===== src/source/rv_pkg.sv =====
`default_nettype none

package rv_pkg;

  // ------------------------------
  // Widths that carry a meaning
  // ------------------------------

  // Data and address word
  typedef logic [31:0] word_t;
  // Register index x0..x31
  typedef logic [4:0] reg_addr_t;
  // One bit per byte lane of a word
  typedef logic [3:0] wstrb_t;
  // ALU operation selector
  typedef logic [3:0] alu_op_t;
  // Write-back source selector
  typedef logic [1:0] res_src_t;

  // ALU operations
  localparam alu_op_t ALU_ADD    = 4'd0;
  localparam alu_op_t ALU_SUB    = 4'd1;
  localparam alu_op_t ALU_SLL    = 4'd2;
  localparam alu_op_t ALU_SLT    = 4'd3;
  localparam alu_op_t ALU_SLTU   = 4'd4;
  localparam alu_op_t ALU_XOR    = 4'd5;
  localparam alu_op_t ALU_SRL    = 4'd6;
  localparam alu_op_t ALU_SRA    = 4'd7;
  localparam alu_op_t ALU_OR     = 4'd8;
  localparam alu_op_t ALU_AND    = 4'd9;
  // Operand b straight through for LUI
  localparam alu_op_t ALU_PASS_B = 4'd10;

  // Write-back sources
  localparam res_src_t RES_ALU = 2'd0;
  localparam res_src_t RES_MEM = 2'd1;
  localparam res_src_t RES_PC4 = 2'd2;

  // ------------------------------
  // Major opcodes
  // ------------------------------
  localparam logic [6:0] OP_LUI    = 7'b0110111;
  localparam logic [6:0] OP_AUIPC  = 7'b0010111;
  localparam logic [6:0] OP_JAL    = 7'b1101111;
  localparam logic [6:0] OP_JALR   = 7'b1100111;
  localparam logic [6:0] OP_BRANCH = 7'b1100011;
  localparam logic [6:0] OP_LOAD   = 7'b0000011;
  localparam logic [6:0] OP_STORE  = 7'b0100011;
  localparam logic [6:0] OP_ITYPE  = 7'b0010011;
  localparam logic [6:0] OP_RTYPE  = 7'b0110011;
  localparam logic [6:0] OP_SYSTEM = 7'b1110011;

  // ------------------------------
  // funct3 values
  // ------------------------------

  // Branch kinds
  localparam logic [2:0] F3_BEQ  = 3'b000;
  localparam logic [2:0] F3_BNE  = 3'b001;
  localparam logic [2:0] F3_BLT  = 3'b100;
  localparam logic [2:0] F3_BGE  = 3'b101;
  localparam logic [2:0] F3_BLTU = 3'b110;
  localparam logic [2:0] F3_BGEU = 3'b111;

  // Load and store widths where the U forms zero-extend
  localparam logic [2:0] F3_BYTE   = 3'b000;
  localparam logic [2:0] F3_HALF   = 3'b001;
  localparam logic [2:0] F3_WORD   = 3'b010;
  localparam logic [2:0] F3_BYTE_U = 3'b100;
  localparam logic [2:0] F3_HALF_U = 3'b101;

  // Integer operations shared by R-type and I-type
  localparam logic [2:0] F3_ADD  = 3'b000;
  localparam logic [2:0] F3_SLL  = 3'b001;
  localparam logic [2:0] F3_SLT  = 3'b010;
  localparam logic [2:0] F3_SLTU = 3'b011;
  localparam logic [2:0] F3_XOR  = 3'b100;
  localparam logic [2:0] F3_SR   = 3'b101;
  localparam logic [2:0] F3_OR   = 3'b110;
  localparam logic [2:0] F3_AND  = 3'b111;

endpackage

`default_nettype wire


===== src/source/rv_alu.sv =====
`timescale 1ns/10ps
`default_nettype none

module rv_alu import rv_pkg::*; (
  input  word_t      a,
  input  word_t      b,
  input  word_t      rs1_data,
  input  word_t      rs2_data,
  input  alu_op_t    alu_op,
  input  logic [2:0] funct3,
  output word_t      alu_result,
  output logic       branch_taken
);

  logic [4:0] shamt;
  logic       eq;
  logic       lt;
  logic       ltu;

  // Shift amount from low bits of b
  assign shamt = b[4:0];

  // ------------------------------
  // Arithmetic and logic
  // ------------------------------
  always_comb begin
    case (alu_op)
      ALU_ADD:    alu_result = a + b;
      ALU_SUB:    alu_result = a - b;
      ALU_SLL:    alu_result = a << shamt;
      ALU_SLT:    alu_result = {31'd0, $signed(a) < $signed(b)};
      ALU_SLTU:   alu_result = {31'd0, a < b};
      ALU_XOR:    alu_result = a ^ b;
      ALU_SRL:    alu_result = a >> shamt;
      ALU_SRA:    alu_result = word_t'($signed(a) >>> shamt);
      ALU_OR:     alu_result = a | b;
      ALU_AND:    alu_result = a & b;
      ALU_PASS_B: alu_result = b;
      default:    alu_result = a + b;
    endcase
  end

  // ------------------------------
  // Branch comparison
  // ------------------------------

  // Always on the register values and independent of operand muxes
  assign eq  = (rs1_data == rs2_data);
  assign lt  = ($signed(rs1_data) < $signed(rs2_data));
  assign ltu = (rs1_data < rs2_data);

  always_comb begin
    case (funct3)
      F3_BEQ:  branch_taken = eq;
      F3_BNE:  branch_taken = !eq;
      F3_BLT:  branch_taken = lt;
      F3_BGE:  branch_taken = !lt;
      F3_BLTU: branch_taken = ltu;
      F3_BGEU: branch_taken = !ltu;
      // 010 and 011 are not branches
      default: branch_taken = 1'b0;
    endcase
  end

endmodule

`default_nettype wire


===== src/source/rv_core.sv =====
`timescale 1ns/10ps
`default_nettype none

module rv_core import rv_pkg::*; #(
  parameter word_t RESET_PC = 32'h0000_0000
) (
  input  logic   clk,
  input  logic   rst_n,
  // Instruction memory answers in the same cycle
  output word_t  imem_raddr,
  input  word_t  imem_rdata,
  // Data memory read
  output logic   dmem_ren,
  output word_t  dmem_raddr,
  input  word_t  dmem_rdata,
  // Data memory write lands at the next edge
  output logic   dmem_we,
  output word_t  dmem_waddr,
  output word_t  dmem_wdata,
  output wstrb_t dmem_wstrb,
  output logic   ebreak,
  output logic   trap
);

  word_t      pc;
  logic       halted;
  reg_addr_t  rs1;
  reg_addr_t  rs2;
  reg_addr_t  rd;
  word_t      imm;
  alu_op_t    alu_op;
  logic       alu_a_pc;
  logic       alu_b_imm;
  logic       reg_write;
  logic       mem_read;
  logic       mem_write;
  res_src_t   res_src;
  logic [2:0] funct3;
  logic       is_branch;
  logic       is_jal;
  logic       is_jalr;
  logic       is_ebreak;
  logic       is_illegal;
  word_t      rs1_data;
  word_t      rs2_data;
  word_t      alu_a;
  word_t      alu_b;
  word_t      alu_result;
  logic       branch_taken;
  word_t      load_data;
  word_t      rd_data;
  logic       active;

  // Not in reset and not halted
  assign active = rst_n && !halted;

  rv_fetch #(
    .RESET_PC(RESET_PC)
  ) fetch0 (
    .clk         (clk),
    .rst_n       (rst_n),
    .is_branch   (is_branch),
    .branch_taken(branch_taken),
    .is_jal      (is_jal),
    .is_jalr     (is_jalr),
    .is_ebreak   (is_ebreak),
    .is_illegal  (is_illegal),
    .alu_result  (alu_result),
    .imm         (imm),
    .pc          (pc),
    .halted      (halted),
    .ebreak      (ebreak),
    .trap        (trap)
  );

  assign imem_raddr = pc;

  rv_decode decode0 (
    .instr     (imem_rdata),
    .rs1       (rs1),
    .rs2       (rs2),
    .rd        (rd),
    .imm       (imm),
    .alu_op    (alu_op),
    .alu_a_pc  (alu_a_pc),
    .alu_b_imm (alu_b_imm),
    .reg_write (reg_write),
    .mem_read  (mem_read),
    .mem_write (mem_write),
    .res_src   (res_src),
    .funct3    (funct3),
    .is_branch (is_branch),
    .is_jal    (is_jal),
    .is_jalr   (is_jalr),
    .is_ebreak (is_ebreak),
    .is_illegal(is_illegal)
  );

  rv_regfile regfile0 (
    .clk     (clk),
    .rst_n   (rst_n),
    .write_en(reg_write && active),
    .rs1     (rs1),
    .rs2     (rs2),
    .rd      (rd),
    .rd_data (rd_data),
    .rs1_data(rs1_data),
    .rs2_data(rs2_data)
  );

  // ------------------------------
  // Operand muxes and execute
  // ------------------------------
  assign alu_a = alu_a_pc ? pc : rs1_data;
  assign alu_b = alu_b_imm ? imm : rs2_data;

  rv_alu alu0 (
    .a           (alu_a),
    .b           (alu_b),
    .rs1_data    (rs1_data),
    .rs2_data    (rs2_data),
    .alu_op      (alu_op),
    .funct3      (funct3),
    .alu_result  (alu_result),
    .branch_taken(branch_taken)
  );

  // ------------------------------
  // Data memory
  // ------------------------------
  rv_lsu lsu0 (
    .addr      (alu_result),
    .store_data(rs2_data),
    .load_word (dmem_rdata),
    .funct3    (funct3),
    .wdata     (dmem_wdata),
    .wstrb     (dmem_wstrb),
    .load_data (load_data)
  );

  // Word-aligned addresses with the lane chosen by strobes
  assign dmem_raddr = {alu_result[31:2], 2'b00};
  assign dmem_waddr = {alu_result[31:2], 2'b00};
  assign dmem_ren   = mem_read && active;
  assign dmem_we    = mem_write && active;

  // Write-back source
  always_comb begin
    case (res_src)
      RES_MEM: rd_data = load_data;
      RES_PC4: rd_data = pc + 32'd4;
      default: rd_data = alu_result;
    endcase
  end

endmodule

`default_nettype wire


===== src/source/rv_decode.sv =====
`timescale 1ns/10ps
`default_nettype none

module rv_decode import rv_pkg::*; (
  input  word_t      instr,
  output reg_addr_t  rs1,
  output reg_addr_t  rs2,
  output reg_addr_t  rd,
  output word_t      imm,
  output alu_op_t    alu_op,
  output logic       alu_a_pc,
  output logic       alu_b_imm,
  output logic       reg_write,
  output logic       mem_read,
  output logic       mem_write,
  output res_src_t   res_src,
  output logic [2:0] funct3,
  output logic       is_branch,
  output logic       is_jal,
  output logic       is_jalr,
  output logic       is_ebreak,
  output logic       is_illegal
);

  logic [6:0] opcode;
  logic       funct7_5;
  alu_op_t    int_op;

  // ------------------------------
  // Field split
  // ------------------------------
  assign opcode   = instr[6:0];
  assign rd       = instr[11:7];
  assign funct3   = instr[14:12];
  assign rs1      = instr[19:15];
  assign rs2      = instr[24:20];
  // Selects SUB and SRA
  assign funct7_5 = instr[30];

  // Immediate by format
  always_comb begin
    case (opcode)
      OP_STORE: begin
        imm = {{20{instr[31]}}, instr[31:25], instr[11:7]};
      end
      OP_BRANCH: begin
        imm = {{19{instr[31]}}, instr[31], instr[7], instr[30:25], instr[11:8], 1'b0};
      end
      OP_LUI, OP_AUIPC: begin
        imm = {instr[31:12], 12'h000};
      end
      OP_JAL: begin
        imm = {{11{instr[31]}}, instr[31], instr[19:12], instr[20], instr[30:21], 1'b0};
      end
      // I format for loads, JALR, I-type and the rest
      default: begin
        imm = {{20{instr[31]}}, instr[31:20]};
      end
    endcase
  end

  // Integer operation from funct3
  always_comb begin
    case (funct3)
      // SUB only exists in R-type
      F3_ADD:  int_op = (opcode == OP_RTYPE && funct7_5) ? ALU_SUB : ALU_ADD;
      F3_SLL:  int_op = ALU_SLL;
      F3_SLT:  int_op = ALU_SLT;
      F3_SLTU: int_op = ALU_SLTU;
      F3_XOR:  int_op = ALU_XOR;
      F3_SR:   int_op = funct7_5 ? ALU_SRA : ALU_SRL;
      F3_OR:   int_op = ALU_OR;
      default: int_op = ALU_AND;
    endcase
  end

  // ------------------------------
  // Control flags
  // ------------------------------
  always_comb begin
    // Default is an add with no write and no memory access
    alu_op     = ALU_ADD;
    alu_a_pc   = 1'b0;
    alu_b_imm  = 1'b0;
    reg_write  = 1'b0;
    mem_read   = 1'b0;
    mem_write  = 1'b0;
    res_src    = RES_ALU;
    is_branch  = 1'b0;
    is_jal     = 1'b0;
    is_jalr    = 1'b0;
    is_ebreak  = 1'b0;
    is_illegal = 1'b0;
    case (opcode)
      OP_LUI: begin
        alu_op    = ALU_PASS_B;
        alu_b_imm = 1'b1;
        reg_write = 1'b1;
      end
      OP_AUIPC: begin
        alu_a_pc  = 1'b1;
        alu_b_imm = 1'b1;
        reg_write = 1'b1;
      end
      OP_JAL: begin
        // Target pc plus imm is formed in fetch
        reg_write = 1'b1;
        res_src   = RES_PC4;
        is_jal    = 1'b1;
      end
      OP_JALR: begin
        alu_b_imm = 1'b1;
        reg_write = 1'b1;
        res_src   = RES_PC4;
        is_jalr   = 1'b1;
      end
      OP_BRANCH: begin
        is_branch = 1'b1;
      end
      OP_LOAD: begin
        alu_b_imm = 1'b1;
        reg_write = 1'b1;
        mem_read  = 1'b1;
        res_src   = RES_MEM;
      end
      OP_STORE: begin
        alu_b_imm = 1'b1;
        mem_write = 1'b1;
      end
      OP_ITYPE: begin
        alu_op    = int_op;
        alu_b_imm = 1'b1;
        reg_write = 1'b1;
      end
      OP_RTYPE: begin
        alu_op    = int_op;
        reg_write = 1'b1;
      end
      OP_SYSTEM: begin
        // EBREAK is funct12 = 1, funct3 = 0; ECALL and others retire as no-ops
        is_ebreak = (instr[31:20] == 12'h001) && (funct3 == 3'b000);
      end
      default: begin
        is_illegal = 1'b1;
      end
    endcase
  end

endmodule

`default_nettype wire


===== src/source/rv_fetch.sv =====
`timescale 1ns/10ps
`default_nettype none

module rv_fetch import rv_pkg::*; #(
  parameter word_t RESET_PC = 32'h0000_0000
) (
  input  logic  clk,
  input  logic  rst_n,
  input  logic  is_branch,
  input  logic  branch_taken,
  input  logic  is_jal,
  input  logic  is_jalr,
  input  logic  is_ebreak,
  input  logic  is_illegal,
  input  word_t alu_result,
  input  word_t imm,
  output word_t pc,
  output logic  halted,
  output logic  ebreak,
  output logic  trap
);

  word_t pc_next;

  // Either sticky flag stops the core
  assign halted = ebreak || trap;

  // Next PC choice
  always_comb begin
    if (is_jalr) begin
      // JALR target drops bit 0
      pc_next = {alu_result[31:1], 1'b0};
    end else if (is_jal || (is_branch && branch_taken)) begin
      pc_next = pc + imm;
    end else begin
      pc_next = pc + 32'd4;
    end
  end

  always_ff @(posedge clk) begin
    if (!rst_n) begin
      pc     <= RESET_PC;
      ebreak <= 1'b0;
      trap   <= 1'b0;
    end else if (!halted) begin
      // Flags are clear here, so plain assignment is sticky
      ebreak <= is_ebreak;
      trap   <= is_illegal;
      // PC stays on the halting instruction
      if (!is_ebreak && !is_illegal) begin
        pc <= pc_next;
      end
    end
  end

endmodule

`default_nettype wire


===== src/source/rv_lsu.sv =====
`timescale 1ns/10ps
`default_nettype none

module rv_lsu import rv_pkg::*; (
  input  word_t      addr,
  input  word_t      store_data,
  input  word_t      load_word,
  input  logic [2:0] funct3,
  output word_t      wdata,
  output wstrb_t     wstrb,
  output word_t      load_data
);

  word_t shifted;

  // ------------------------------
  // Store lanes
  // ------------------------------
  always_comb begin
    case (funct3[1:0])
      F3_BYTE[1:0]: begin
        // Byte copied to every lane and the strobe picks one
        wdata = {4{store_data[7:0]}};
        wstrb = 4'b0001 << addr[1:0];
      end
      F3_HALF[1:0]: begin
        wdata = {2{store_data[15:0]}};
        wstrb = addr[1] ? 4'b1100 : 4'b0011;
      end
      default: begin
        wdata = store_data;
        wstrb = 4'b1111;
      end
    endcase
  end

  // ------------------------------
  // Load extraction
  // ------------------------------

  // Addressed lane moved down to bit 0
  assign shifted = load_word >> {addr[1:0], 3'b000};

  always_comb begin
    case (funct3)
      F3_BYTE:   load_data = {{24{shifted[7]}}, shifted[7:0]};
      F3_HALF:   load_data = {{16{shifted[15]}}, shifted[15:0]};
      F3_BYTE_U: load_data = {24'd0, shifted[7:0]};
      F3_HALF_U: load_data = {16'd0, shifted[15:0]};
      default:   load_data = load_word;
    endcase
  end

endmodule

`default_nettype wire


===== src/source/rv_regfile.sv =====
`timescale 1ns/10ps
`default_nettype none

module rv_regfile import rv_pkg::*; (
  input  logic      clk,
  input  logic      rst_n,
  input  logic      write_en,
  input  reg_addr_t rs1,
  input  reg_addr_t rs2,
  input  reg_addr_t rd,
  input  word_t     rd_data,
  output word_t     rs1_data,
  output word_t     rs2_data
);

  // Only x1..x31 have storage
  word_t regs [1:31];

  // Write port
  always_ff @(posedge clk) begin
    if (!rst_n) begin
      for (int i = 1; i < 32; i++) begin
        regs[i] <= '0;
      end
    end else if (write_en && (rd != 5'd0)) begin
      regs[rd] <= rd_data;
    end
  end

  // Read ports where x0 reads as zero
  assign rs1_data = (rs1 == 5'd0) ? '0 : regs[rs1];
  assign rs2_data = (rs2 == 5'd0) ? '0 : regs[rs2];

endmodule

`default_nettype wire


===== config.mk =====
export PLATFORM = sky130hd
export DESIGN_NAME = rv_core
export DESIGN_NICKNAME = d
export VERILOG_FILES = /design/src/source/rv_pkg.sv /design/src/source/rv_alu.sv /design/src/source/rv_core.sv /design/src/source/rv_decode.sv /design/src/source/rv_fetch.sv /design/src/source/rv_lsu.sv /design/src/source/rv_regfile.sv
export SDC_FILE = /design/constraint.sdc
export NUM_CORES = 2
export LEC_CHECK = 0
export ABC_CLOCK_PERIOD_IN_PS = 18100
export BUFFER_PORTS_ARGS = -buffer_cell sky130_fd_sc_hd__buf_2
export CAP_MARGIN = 40
export CORE_MARGIN = 3
export CORE_UTILIZATION = 60
export DETAILED_ROUTE_END_ITERATION = 10
export PLACE_DENSITY = 0.76
export SYNTH_ARGS = -nofsm -noshare
export SYNTH_HDL_FRONTEND = slang
export SYNTH_HIERARCHICAL = 1
export SYNTH_SLANG_ARGS = --single-unit

===== constraint.sdc =====
create_clock -name clk -period 18.1 [get_ports clk]
set_input_delay 3.62 -clock clk [delete_from_list [all_inputs] [get_ports clk]]
set_output_delay 3.62 -clock clk [all_outputs]
set_load 0.05 [all_outputs]

==> impl_metrics.json <==
{
  "status": "completed",
  "final_net_count": 6254,
  "crit_type": "input port to primary output",
  "portBuffers": 197,
  "numClockSinks": 1058,
  "synthArstFlopShare": 0,
  "post-cts-setup-buffers": 0,
  "ctsHoldBuffers": 0,
  "synth_top_cell_by_area": "edfxtp_1",
  "wl_um": 284000,
  "cts-root-buf": "clkbuf_16",
  "track_usage": 0.449,
  "synthDistinctLibCells": 122,
  "yosys_warnings": 6,
  "r2r_setup_slack_ns": 9.29,
  "reg2regPathDepth": 28,
  "vias_per_cell": 7.46,
  "ys_ff_latch": 1058,
  "drt_iter0_markers": 10100,
  "first_pass_iters": 8,
  "synth-adder-area-share": 0.0293,
  "cts_max_level": 3,
  "drv_slew": 0,
  "slew_headroom": 0.268,
  "syn-cell-area_mm2": 0.0721,
  "dpl_cell_area_mm2": 0.0753,
  "fmaxAchievable_mhz": 66.0,
  "grt_overflow_total": 0,
  "start_util": 0.607,
  "clk_path_buf_depth": 3,
  "muxShareOfSynthArea": 0.212,
  "tightest_slew_ns": 1.09,
  "internal-power_w": 0.00483,
  "clock_latency_ns": 0.75,
  "rsz0062_at_grt": "no",
  "antenna_found_initial": 26,
  "route.detailed.drc": 0,
  "syn_to_final_growth_pct": 9.46,
  "drive_gt1_frac": 0.232,
  "fin_setup_tns_ns": 0,
  "leakage_nw": 29.8,
  "hold_violations": 0,
  "clock_skew_ns": 0.0581,
  "numCtsBuffers": 109,
  "synth_top_family_by_area": "multiplexers",
  "pwr_density_cell_mw_per_mm2": 97.7,
  "p_sw_frac": 0.374,
  "p_sw_w": 0.00288,
  "fillers": 8670,
  "final_util": 0.665,
  "cts_resized": 0,
  "synth_flop_cell": "edfxtp_1",
  "min_period_over_period": 0.838,
  "crit_required_ns": 14.48,
  "synth_top_area_share": 0.427,
  "crit_path_start_kind": "input port",
  "cts_tree": "yes",
  "synth_area_leaders": "edfxtp_1 (43%), mux4_2 (16%), and2_1 (8.8%), mux2i_1 (3.2%), ha_1 (2.8%)",
  "cp_data_arrival_time_ns": 11.54,
  "grt_max_degree": 127,
  "ant_nets": 0,
  "comb_power_share": 0.339,
  "fin_crit_ns": 15.16,
  "hp-class": "flip-flop to flip-flop",
  "cts.clk_slew.worst_paths_ns": 0.07,
  "routedWlPerCell_um": 36.8,
  "coreArea_mm2": 0.119,
  "synth_edf_count": 1024,
  "via_count": 57600,
  "rows": 126,
  "synth_area_per_cell_um2": 11.9,
  "p_clk_frac": 0.293,
  "gp_congestion": 1.13,
  "synth-compound-area-share": 0.110,
  "dieArea_mm2": 0.124,
  "synthSimpleGateAreaFrac": 0.152,
  "yosysSeqAreaShare": 0.436,
  "ir_worst_vdd_v": 0.0000997,
  "finalSetupViolCount": 0,
  "final_area_mm2": 0.0789,
  "crit_path_end_kind": "primary output",
  "synthCells": 6040,
  "holdPathStages": 1,
  "synth_xor_area_frac": 0.00923,
  "die_w_um": 353,
  "grt_pass1_wl_um": 402000,
  "maxCapViolations": 0,
  "io_pins": 202,
  "die_h_um": 353,
  "dp_hpwl_um": 195000,
  "grt_pass1_vias": 54700,
  "cp_max_fo": 67,
  "seq_power_share": 0.369
}
-- metal layers --
layer	track usage	part of all wire	up-vias
li1	-	-	22900
met1	0.571	0.34	28300
met2	0.674	0.44	5258
met3	0.123	0.14	1192
met4	0.303	0.084	20
met5	0	0.00050	-
-- stage by stage --
stage	setup WS (ns)	hold slack [ns]	total power [W]	std cells
2_1_floorplan	3.65	0.744	0.00445	6074
3_3_place_gp	3.28	0.508	0.00532	7455
3_5_place_dp	3.15	0.525	0.00539	7501
4_1_cts	3.13	0.541	0.00762	7702
5_1_grt	2.73	0.561	0.00788	7712
6_report	2.94	0.545	0.00771	7724
-- critical path, stage by stage --
cell and delay [ns]:
buf_6 0.54, buf_4 0.75, mux4_2 0.40, a22o_1 0.27, a2111oi_1 0.66, buf_4 0.27
nor3_2 0.11, mux2_4 0.54, ha_1 0.32, fa_1 0.42, o21bai_1 0.16, a21oi_1 0.16
o211ai_2 0.24, nand4_2 0.17, a2111oi_2 0.58, o21ai_2 0.23, o31ai_4 0.37, a41oi_1 0.19
mux2_1 0.34, o22ai_1 0.46, buf_4 0.28, buf_2 0.29
-- flip-flops by register name, summed over array words and instances, names as in the netlist --
name           count
regfile0/regs   1024
fetch0/trap        1
fetch0/ebreak      1
fetch0/pc         32
-- cell usage after synthesis (all sizes together), types with 66 or more instances --
master	n
mux2	122
ha	164
mux2i	229
a21o	89
edfxtp	1024
nand2	229
o22ai	132
nor2	267
o21ai	235
clkbuf	384
buf	241
inv	152
a22oi	66
a21oi	213
nor3	95
and2	1017
mux4	515
-- cell type report --
type | count | area, um2 | area share
repair buffers | 462 | 3470 | 0.0439
clock buffers | 138 | 2880 | 0.0365
clock inverters | 63 | 658 | 0.00834
multi-input cells | 4236 | 37900 | 0.480
flip-flops and latches | 1058 | 31400 | 0.398
diodes | 13 | 32.5 | 0.000412
well taps | 1600 | 2000 | 0.0254
inverters | 154 | 578 | 0.00733
-- power groups by stage --
stage | Sequential [W] | Clock, W | Combinational, W
after detailed placement | 0.00289 | 0 | 0.00250
after floorplan | 0.00288 | 0 | 0.00158
after global routing | 0.00285 | 0.00236 | 0.00267
after global placement | 0.00288 | 0 | 0.00244
final | 0.00284 | 0.00226 | 0.00261
after CTS | 0.00284 | 0.00227 | 0.00251
-- cell families after synthesis --
kind of cell,count (synthesis)
and+or+nand+nor,1930
buffers and inverters,780
adders and majority gates,167
other,2
muxes,866
AOI/OAI and AO/OA,1161
xor gates and xnor gates,76
DFF,1058
-- cells in the final DEF (no fill, tap or decap), drive strengths merged, types with 66 or more instances in the layout --
master	instances
a21o	89
a21oi	213
a22oi	66
and2	1017
buf	454
clkbuf	143
edfxtp	1024
ha	164
inv	155
mux2	122
mux2i	229
mux4	515
nand2	229
nor2	267
nor3	95
o21ai	235
o22ai	132
-- path summary, 6_finish.rpt --
path | startpoint | end
max | imem_rdata[22] | dmem_raddr[30]
min | fetch0/trap | fetch0/trap
max reg2reg | regfile0/regs[31][0] | regfile0/regs[18][30]
min reg2reg | fetch0/trap | fetch0/trap
Power figures use the tool's default switching activity.
